$ cat config.mk
export PLATFORM = sky130hd
export DESIGN_NAME = fetch_top
export DESIGN_NICKNAME = d
export VERILOG_FILES = /design/src/common/fetch_pkg.sv /design/src/icache/prefetch_ring.sv /design/src/icache/icache.sv /design/src/rtl/icache_csr.sv /design/src/rtl/fetch_top.sv
export VERILOG_INCLUDE_DIRS = /design/src /design/src/common
export SDC_FILE = /design/constraint.sdc
export NUM_CORES = 2
export LEC_CHECK = 0
export BUFFER_PORTS_ARGS = -buffer_cell sky130_fd_sc_hd__buf_2
export CAP_MARGIN = 20
export CORE_MARGIN = 2
export CORE_UTILIZATION = 58
export CTS_BUF_LIST = sky130_fd_sc_hd__clkbuf_4 sky130_fd_sc_hd__clkbuf_8
export DETAILED_ROUTE_END_ITERATION = 8
export GPL_TIMING_DRIVEN = 0
export PLACE_DENSITY_LB_ADDON = 0.3
export SYNTH_ARGS = -nofsm -noshare
export SYNTH_HDL_FRONTEND = slang
export SYNTH_SLANG_ARGS = --single-unit
$ cat constraint.sdc
create_clock -name clock -period 9.3 [get_ports clock]
set_clock_uncertainty 0.2 [all_clocks]
set_input_delay 1.86 -clock clock [delete_from_list [all_inputs] [get_ports clock]]
set_output_delay 1.86 -clock clock [all_outputs]
set_load 0.01 [all_outputs]
$ cat src/common/icache_config.svh
`ifndef ICACHE_CONFIG_SVH
`define ICACHE_CONFIG_SVH

// address width of the fetch and memory ports
`define XLEN 32

// direct-mapped geometry, 8 byte lines
`define ICACHE_LINES 32
`define ICACHE_OFFSET_BITS 3
`define ICACHE_TAG_MSB 15     // tag stops at this address bit

// outstanding prefetch ring, power of two
`define PREFETCH_DEPTH 4

// width of the memory transaction tag
`define MEM_TAG_BITS 4

`endif

$ cat src/common/fetch_pkg.sv
`include "icache_config.svh"

package fetch_pkg;

    // address as seen on the fetch and memory ports
    typedef logic [`XLEN-1:0] addr_t;

    // memory command, only loads are issued from the fetch side
    typedef enum logic [1:0] {
        BUS_NONE = 2'b00,
        BUS_LOAD = 2'b01
    } bus_command_t;

    // transaction tag, zero = refused / nothing returning
    typedef logic [`MEM_TAG_BITS-1:0] mem_tag_t;

    // one cache line, as moved on the memory port
    typedef logic [63:0] cache_line_t;

    // register index of the control block
    typedef enum logic [1:0] {
        CSR_CONTROL    = 2'd0,  // bit 0 prefetch enable
        CSR_FLUSH      = 2'd1,  // write only strobe
        CSR_LOAD_COUNT = 2'd2   // read only
    } csr_index_t;

    // register data word
    typedef logic [31:0] csr_word_t;

endpackage

$ cat src/icache/prefetch_ring.sv
`timescale 1ns/1ns
`include "icache_config.svh"

module prefetch_ring (
    input  logic                clock,
    input  logic                reset,
    input  logic                alloc,           // request a new next-line entry
    input  fetch_pkg::addr_t    alloc_addr,
    input  logic                issue_accept,    // memory took the pending request
    input  fetch_pkg::mem_tag_t issue_tag,
    input  fetch_pkg::mem_tag_t mem_return_tag,
    output logic                issue_pending,
    output fetch_pkg::addr_t    issue_addr,
    output logic                fill,
    output fetch_pkg::addr_t    fill_addr
);

    localparam int PTR_BITS = $clog2(`PREFETCH_DEPTH);

    fetch_pkg::addr_t          entry_addr [`PREFETCH_DEPTH];
    fetch_pkg::mem_tag_t       entry_tag  [`PREFETCH_DEPTH];
    logic [`PREFETCH_DEPTH-1:0] entry_valid;
    logic [`PREFETCH_DEPTH-1:0] entry_sent;

    logic [PTR_BITS-1:0] alloc_ptr;    // next free slot
    logic [PTR_BITS-1:0] issue_ptr;    // oldest not yet sent
    logic [PTR_BITS-1:0] answer_ptr;   // oldest sent, waiting for data

    logic alloc_ok;

    // slot busy means the prefetch is simply skipped
    assign alloc_ok = alloc && !entry_valid[alloc_ptr];

    assign issue_pending = entry_valid[issue_ptr] && !entry_sent[issue_ptr];
    assign issue_addr    = entry_addr[issue_ptr];

    // answers come back in issue order, only the oldest can match
    assign fill = entry_valid[answer_ptr] && entry_sent[answer_ptr]
               && (mem_return_tag != '0) && (entry_tag[answer_ptr] == mem_return_tag);
    assign fill_addr = entry_addr[answer_ptr];

    always_ff @(posedge clock) begin
        if (reset) begin
            entry_valid <= '0;
            entry_sent  <= '0;
            alloc_ptr   <= '0;
            issue_ptr   <= '0;
            answer_ptr  <= '0;
        end else begin
            if (alloc_ok) begin
                entry_valid[alloc_ptr] <= 1'b1;
                alloc_ptr              <= alloc_ptr + 1'b1;
            end
            if (issue_accept) begin
                entry_sent[issue_ptr] <= 1'b1;
                issue_ptr             <= issue_ptr + 1'b1;
            end
            // free the slot once its line is written
            if (fill) begin
                entry_valid[answer_ptr] <= 1'b0;
                entry_sent[answer_ptr]  <= 1'b0;
                answer_ptr              <= answer_ptr + 1'b1;
            end
        end
    end

    always_ff @(posedge clock) begin
        if (alloc_ok) begin
            entry_addr[alloc_ptr] <= alloc_addr;
        end
        if (issue_accept) begin
            entry_tag[issue_ptr] <= issue_tag;    // tag handed out by memory
        end
    end

endmodule

$ cat src/icache/icache.sv
`timescale 1ns/1ns
`include "icache_config.svh"

module icache (
    input  logic                     clock,
    input  logic                     reset,
    input  fetch_pkg::addr_t         fetch_addr,
    input  fetch_pkg::mem_tag_t      mem_response,
    input  fetch_pkg::mem_tag_t      mem_return_tag,
    input  fetch_pkg::cache_line_t   mem_return_data,
    input  logic                     prefetch_enable,
    input  logic                     flush,
    output fetch_pkg::cache_line_t   fetch_data,
    output logic                     fetch_valid,
    output fetch_pkg::bus_command_t  mem_command,
    output fetch_pkg::addr_t         mem_addr,
    output logic                     load_accepted
);

    localparam int INDEX_BITS = $clog2(`ICACHE_LINES);
    localparam int INDEX_LSB  = `ICACHE_OFFSET_BITS;
    localparam int TAG_LSB    = INDEX_LSB + INDEX_BITS;
    localparam int TAG_BITS   = `ICACHE_TAG_MSB + 1 - TAG_LSB;

    // line storage
    fetch_pkg::cache_line_t   data_array [`ICACHE_LINES];
    logic [TAG_BITS-1:0]      tag_array  [`ICACHE_LINES];
    logic [`ICACHE_LINES-1:0] valid_array;

    fetch_pkg::addr_t      line_addr;
    logic [INDEX_BITS-1:0] cur_index, last_index, fill_index;
    logic [TAG_BITS-1:0]   cur_tag, last_tag, fill_tag;

    logic                changed_addr;
    logic                miss_outstanding;   // demand load still to be accepted
    logic                demand_load;
    logic                ring_load;
    logic                demand_write;
    fetch_pkg::mem_tag_t demand_tag;        // zero when no demand data expected

    logic             prefetch_req;
    fetch_pkg::addr_t prefetch_addr;

    // ring side
    logic             alloc;
    logic             issue_accept;
    logic             issue_pending;
    logic             fill;
    fetch_pkg::addr_t issue_addr;
    fetch_pkg::addr_t fill_addr;

    assign line_addr = {fetch_addr[`XLEN-1:INDEX_LSB], {INDEX_LSB{1'b0}}};
    assign cur_index = fetch_addr[INDEX_LSB +: INDEX_BITS];
    assign cur_tag   = fetch_addr[`ICACHE_TAG_MSB:TAG_LSB];

    assign fill_index = fill_addr[INDEX_LSB +: INDEX_BITS];
    assign fill_tag   = fill_addr[`ICACHE_TAG_MSB:TAG_LSB];

    // hit path, same cycle
    assign fetch_valid = valid_array[cur_index] && (tag_array[cur_index] == cur_tag);
    assign fetch_data  = data_array[cur_index];

    assign changed_addr = (cur_index != last_index) || (cur_tag != last_tag);

    // demand load owns the port, the ring fills idle cycles
    assign demand_load = miss_outstanding && !changed_addr;
    assign ring_load   = !demand_load && issue_pending;

    assign mem_command = (demand_load || ring_load) ? fetch_pkg::BUS_LOAD : fetch_pkg::BUS_NONE;
    assign mem_addr    = demand_load ? line_addr : issue_addr;

    assign load_accepted = (demand_load || ring_load) && (mem_response != '0);
    assign issue_accept  = ring_load && (mem_response != '0);

    // return for the current address only, stale data is dropped
    assign demand_write = (demand_tag != '0) && (mem_return_tag == demand_tag) && !changed_addr;

    assign alloc = prefetch_req && prefetch_enable;

    prefetch_ring ring0 (
        .clock          (clock),
        .reset          (reset),
        .alloc          (alloc),
        .alloc_addr     (prefetch_addr),
        .issue_accept   (issue_accept),
        .issue_tag      (mem_response),
        .mem_return_tag (mem_return_tag),
        .issue_pending  (issue_pending),
        .issue_addr     (issue_addr),
        .fill           (fill),
        .fill_addr      (fill_addr)
    );

    always_ff @(posedge clock) begin
        if (reset) begin
            last_index       <= '1;    // forces a "change" on the first address
            last_tag         <= '1;
            miss_outstanding <= 1'b0;
            demand_tag       <= '0;
            prefetch_req     <= 1'b0;
            valid_array      <= '0;
        end else begin
            last_index <= cur_index;
            last_tag   <= cur_tag;

            if (changed_addr) begin
                miss_outstanding <= !fetch_valid;
            end else if (demand_load && (mem_response != '0)) begin
                miss_outstanding <= 1'b0;
            end

            if (demand_load && (mem_response != '0)) begin
                demand_tag <= mem_response;
            end else if (changed_addr || demand_write) begin
                demand_tag <= '0;
            end

            prefetch_req <= changed_addr && !fetch_valid;   // next line of a miss

            if (flush) begin
                valid_array <= '0;
            end else if (fill) begin
                valid_array[fill_index] <= 1'b1;
            end else if (demand_write) begin
                valid_array[cur_index] <= 1'b1;
            end
        end
    end

    always_ff @(posedge clock) begin
        prefetch_addr <= line_addr + 'd8;

        // ring fill wins over the demand return
        if (fill) begin
            data_array[fill_index] <= mem_return_data;
            tag_array[fill_index]  <= fill_tag;
        end else if (demand_write) begin
            data_array[cur_index] <= mem_return_data;
            tag_array[cur_index]  <= cur_tag;
        end
    end

endmodule

$ cat src/rtl/icache_csr.sv
`timescale 1ns/1ns

module icache_csr (
    input  logic                  clock,
    input  logic                  reset,
    input  logic                  cfg_write,       // one cycle write strobe
    input  fetch_pkg::csr_index_t cfg_index,
    input  fetch_pkg::csr_word_t  cfg_wdata,
    input  logic                  load_accepted,
    output fetch_pkg::csr_word_t  cfg_rdata,
    output logic                  prefetch_enable,
    output logic                  flush
);

    fetch_pkg::csr_word_t load_count;

    // flush is a pulse straight from the write strobe
    assign flush = cfg_write && (cfg_index == fetch_pkg::CSR_FLUSH);

    always_ff @(posedge clock) begin
        if (reset) begin
            prefetch_enable <= 1'b1;    // prefetch on out of reset
            load_count      <= '0;
        end else begin
            if (cfg_write && (cfg_index == fetch_pkg::CSR_CONTROL)) begin
                prefetch_enable <= cfg_wdata[0];
            end
            if (load_accepted) begin
                load_count <= load_count + 1'b1;
            end
        end
    end

    // read mux
    always_comb begin
        case (cfg_index)
            fetch_pkg::CSR_CONTROL: begin
                cfg_rdata = {31'b0, prefetch_enable};
            end
            fetch_pkg::CSR_LOAD_COUNT: begin
                cfg_rdata = load_count;
            end
            default: begin
                cfg_rdata = '0;    // flush index reads as zero
            end
        endcase
    end

endmodule

$ cat src/rtl/fetch_top.sv
`timescale 1ns/1ns

module fetch_top (
    input  logic                    clock,
    input  logic                    reset,
    // processor side
    input  fetch_pkg::addr_t        fetch_addr,
    output fetch_pkg::cache_line_t  fetch_data,
    output logic                    fetch_valid,
    // memory side
    output fetch_pkg::bus_command_t mem_command,
    output fetch_pkg::addr_t        mem_addr,
    input  fetch_pkg::mem_tag_t     mem_response,
    input  fetch_pkg::mem_tag_t     mem_return_tag,
    input  fetch_pkg::cache_line_t  mem_return_data,
    // register access
    input  logic                    cfg_write,
    input  fetch_pkg::csr_index_t   cfg_index,
    input  fetch_pkg::csr_word_t    cfg_wdata,
    output fetch_pkg::csr_word_t    cfg_rdata
);

    logic prefetch_enable;
    logic flush;
    logic load_accepted;

    icache icache0 (
        .clock           (clock),
        .reset           (reset),
        .fetch_addr      (fetch_addr),
        .mem_response    (mem_response),
        .mem_return_tag  (mem_return_tag),
        .mem_return_data (mem_return_data),
        .prefetch_enable (prefetch_enable),
        .flush           (flush),
        .fetch_data      (fetch_data),
        .fetch_valid     (fetch_valid),
        .mem_command     (mem_command),
        .mem_addr        (mem_addr),
        .load_accepted   (load_accepted)
    );

    icache_csr csr0 (
        .clock           (clock),
        .reset           (reset),
        .cfg_write       (cfg_write),
        .cfg_index       (cfg_index),
        .cfg_wdata       (cfg_wdata),
        .load_accepted   (load_accepted),
        .cfg_rdata       (cfg_rdata),
        .prefetch_enable (prefetch_enable),
        .flush           (flush)
    );

endmodule

==> tab_implementation.tex <==
\begin{tabular}{lr}
\hline
Metric & Value \\
\hline
\multicolumn{2}{l}{\textbf{Synth}} \\
\quad Primary flip-flop cell chosen by synthesis mapping & edfxtp\_1 \\
\quad Number of instances in the synthesized netlist & 4630 \\
\quad Top-area cell type share of the netlist area & 74.54\% \\
\quad Number of distinct library cells after synthesis & 61 \\
\quad Area contributors post-synth & edfxtp\_1, mux4\_2, dfxtp\_1 \\
\quad Number of warning messages in the yosys log & 0 \\
\quad Number of synthesized register bits & 2567 \\
\quad Asr flop ratio synth & 0\% \\
\quad Cell area after synthesis & a little under 100000 um2 \\
\quad Number of synthesized flops with an enable pin & between 2000 and 2500 \\
\quad Seq/Total Area, Yosys & 77.22\% \\
\quad Cell taking the most area after synthesis & edfxtp\_1 \\
\quad Mean instance size in the synthesized netlist & 21.19 um2 \\
\multicolumn{2}{l}{\textbf{Final layout}} \\
\quad Area of all sequential standard cells & 75770 um2 \\
\quad Most common library cell in the layout ignoring fill and taps & edfxtp\_1 \\
\quad Final standard cell count with taps included and fillers excluded & just over 8000 \\
\quad Area occupied by multi-input gates & between 20000 and 25000 um2 \\
\quad Count of filler cells inserted in the layout & 9966 \\
\quad Most used cells in the layout excluding fill and tap cells & edfxtp\_1, mux4\_2, clkbuf\_8 \\
\quad Layout area overhead & 17.04\% \\
\quad Net total in the final layout & 5841 \\
\quad Layout cell share with drive strength beyond 1 & 32.59\% \\
\multicolumn{2}{l}{\textbf{Clock network}} \\
\quad Clock sink total & around 2600 \\
\quad \# Post-CTS Setup Buffers & 0 \\
\quad Clock slew at reported path FFs & 0.07 ns \\
\quad Maximum root-to-sink buffer count & 4 \\
\quad Clock buffer count from CTS & 400 \\
\quad Number of hold buffers added after cts & 0 \\
\quad Clock Root Buffer & clkbuf\_8 \\
\quad TritonCTS clock tree & built \\
\quad Count of instances resized after the clock tree is built & 0 \\
\quad Clock latency at the later pin of the worst-skew pair & 1.05 ns \\
\quad Number of H-tree levels & 5 \\
\multicolumn{2}{l}{\textbf{Die}} \\
\quad Die boundary height & $\sim$420 um \\
\quad Effective utilization at floorplan & between 50\% and 60\% \\
\quad Area enclosed by the die boundary & 172500 um2 \\
\quad Area of the core & 167600 um2 \\
\quad FP Rows & 150 \\
\quad Num ports & 272 \\
\quad Die width & 415.3 um \\
\multicolumn{2}{l}{\textbf{Power and ir drop}} \\
\quad Max VDD drop & between 0.15 and 0.2 mV \\
\quad Leak pwr & around 37 nW \\
\quad Total Power Consumption & between 20 and 25 mW \\
\quad Pwr Density & 202.2 nW/um2 \\
\multicolumn{2}{l}{\textbf{Critical path}} \\
\quad Most Frequent Cell on Critical Path & buf\_2 \\
\quad Worst EP arrival & about 7.3 ns \\
\quad CP max stage cell & clkbuf\_1 \\
\quad CP max stage delay & 0.97 ns \\
\quad Reg2reg path depth & 14 \\
\quad Critical path peak fanout & 10 \\
\quad Worst setup startpoint & fetch\_addr[4] \\
\quad Data required time at the worst endpoint & 7.24 ns \\
\quad Start-to-end type of the worst setup path & in2out \\
\quad Type of origin of the critical path & input port \\
\quad Type of destination of the critical path & output port \\
\quad Ordered list of cells on the worst path & buf\_2 > buf\_2 > buf\_2 > buf\_2 > clkbuf\_1 > clkbuf\_1 > clkbuf\_1 > mux4\_2 > a22oi\_1 > nand4\_1 > buf\_2 \\
\multicolumn{2}{l}{\textbf{Timing}} \\
\quad Timing-limited maximum frequency & 0.1068 GHz \\
\quad Relative slew slack & 13.92\% \\
\quad Max-slew violation count & 0 \\
\quad Period utilisation layout & 100.7\% \\
\quad Hold Slack & 0.2554 ns \\
\quad Minimum period implied by the final worst setup slack & 9.363 ns \\
\quad Slew @ Worst Pin & 1.291 ns \\
\quad Post-layout worst setup margin & -0.06341 ns \\
\quad Total count of hold-check failures in the final report & 0 \\
\quad Number of failing setup endpoints in the final timing report & 3 \\
\quad RSZ-0062 raised after global routing & no \\
\multicolumn{2}{l}{\textbf{Place}} \\
\quad Cell total after placement & around 7500 \\
\quad Count of input and output buffers & 223 \\
\quad Final RePlAce weighted congestion & roughly 0.86 \\
\quad HPWL after DPL & 190500 um \\
\quad Worst slack at placement & 0.1933 ns \\
\multicolumn{2}{l}{\textbf{Job}} \\
\quad Number of max-cap violations & 0 \\
\multicolumn{2}{l}{\textbf{GRT}} \\
\quad Remaining global-route overflow & 0 \\
\quad GRT Resource Usage Total & 31.95\% \\
\quad Number of global-route vias before repair & 54210 \\
\quad M2 GR Usage & 50.09\% \\
\quad Met1 track utilization from global routing & between 40\% and 50\% \\
\quad Busiest layer in global routing & met2 \\
\quad Wire length of the first global-routing pass & 387500 um \\
\quad Global routing usage on met3 & around 8.3\% \\
\quad Pin count of the biggest net entering global routing & 33 \\
\quad Antenna violations before repair & 26 \\
\multicolumn{2}{l}{\textbf{Routing}} \\
\quad Detail-routed net length per standard cell & 33.67 um \\
\quad 1st-iter DRT viols & 9516 \\
\quad Overall routed net length & between 200000 and 300000 um \\
\quad Post-detailed-route DRC marker count & 1 \\
\quad Vias per cell & 6.752 \\
\quad Remaining number of nets flagged by the antenna check after routing & 0 \\
\quad TritonRoute pass-1 iters & 9 \\
\quad Total number of vias & 55320 \\
\multicolumn{2}{l}{\textbf{Min path}} \\
\quad Worst hold start & icache0.valid\_array[0] \\
\quad Worst min path class & reg2reg \\
\quad Cell depth of the worst min-delay path & 2 \\
\multicolumn{2}{l}{\textbf{Status}} \\
\quad Status & complete, but fails checks \\
\quad Violated checks & design-rule violations, negative setup slack \\
\hline
\end{tabular}
==> cell families (layout without fill, tap and decap cells) <==
group                    Yosys count  in the layout  share of synthesized area, %
flip-flops                      2567           2567                         77.22
multiplexers                     699            699                         14.57
AND/OR/NAND/NOR                  508            508                         2.892
AO/OA/AOI/OAI                    480            480                         3.370
buffers and inverters            302           1646                         1.229
XOR/XNOR                          56             56                        0.4998
adder cells (fa/ha/maj)           17             17                        0.2168
other                              1             16                      0.003821
==> per-layer routing <==
layer | vias to the layer above | wire, um
li1 | 21710 | -
met1 | 28270 | 94280
met2 | 4499 | 131000
met3 | 820 | 37340
met4 | 16 | 13140
met5 | - | 156
==> state kept, by name (all words and copies together), names as in the netlist, 5 cells and up, named ones only <==
register                  cells
icache0.last_index            5
icache0.tag_array           256
icache0.data_array         2048
icache0.prefetch_addr        29
icache0.last_tag              8
icache0.valid_array          32
csr0.load_count              32
icache0.ring0.entry_tag      16
icache0.ring0.entry_addr    116
==> report_power, final <==
group	leakage, nW	switching, mW	internal [mW]	total [mW]
Combinational	10.5	0.922	0.559	1.48
Sequential	23.0	0.0357	12.7	12.8
Clock	3.92	4.27	4.70	8.96
Total	37.4	5.22	18.0	23.2
==> path summary, 6_finish.rpt <==
check | to | slack (ns)
hold / removal | icache0.valid_array[0] | 0.26
hold reg to reg | icache0.valid_array[0] | 0.26
setup / recovery | fetch_data[59] | -0.06
setup reg to reg | icache0.data_array[10][37] | 3.77
==> cell usage after synthesis, types with 37 or more instances <==
cell         n
xnor2_1     37
edfxtp_1  2436
buf_1       54
nand4_1     83
o21ai_0     46
clkbuf_1   176
dfxtp_1    131
a22oi_1    281
nor3_1      59
mux2i_1    103
a21oi_1     43
mux4_2     582
o22ai_1     48
nand2_1    132
buf_2       37
==> worst max-delay path, delay by kind of cell <==
kind | cells | cell delay [ns]
AND/OR/NAND/NOR | 1 | 0.46
AO/OA/AOI/OAI | 1 | 0.24
buffers and inverters | 8 | 4.28
multiplexers | 1 | 0.45
==> stage by stage <==
step           setup TNS (ns)  utilization (%)  cell area (um2)
2_1_floorplan         -250.16                -            98140
3_3_place_gp                -            60.87           102000
3_5_place_dp                0            63.96           107200
4_1_cts                     0            68.38           114600
5_1_grt                     0            68.52           114800
6_report              -0.1229            68.53           114900
==> cell type report <==
class / count / area share, %
Antenna cell: 12 / 0.02615
Buffer: 276 / 0.9717
Clock buffer: 544 / 5.805
Clock inverter: 152 / 0.6340
Inverter: 26 / 0.08497
Multi-Input combinational cell: 1764 / 18.58
Sequential cell: 2567 / 65.97
Tap cell: 2204 / 2.401
Timing Repair Buffer: 648 / 5.520
Note: power is estimated with default switching activity, not from simulation.
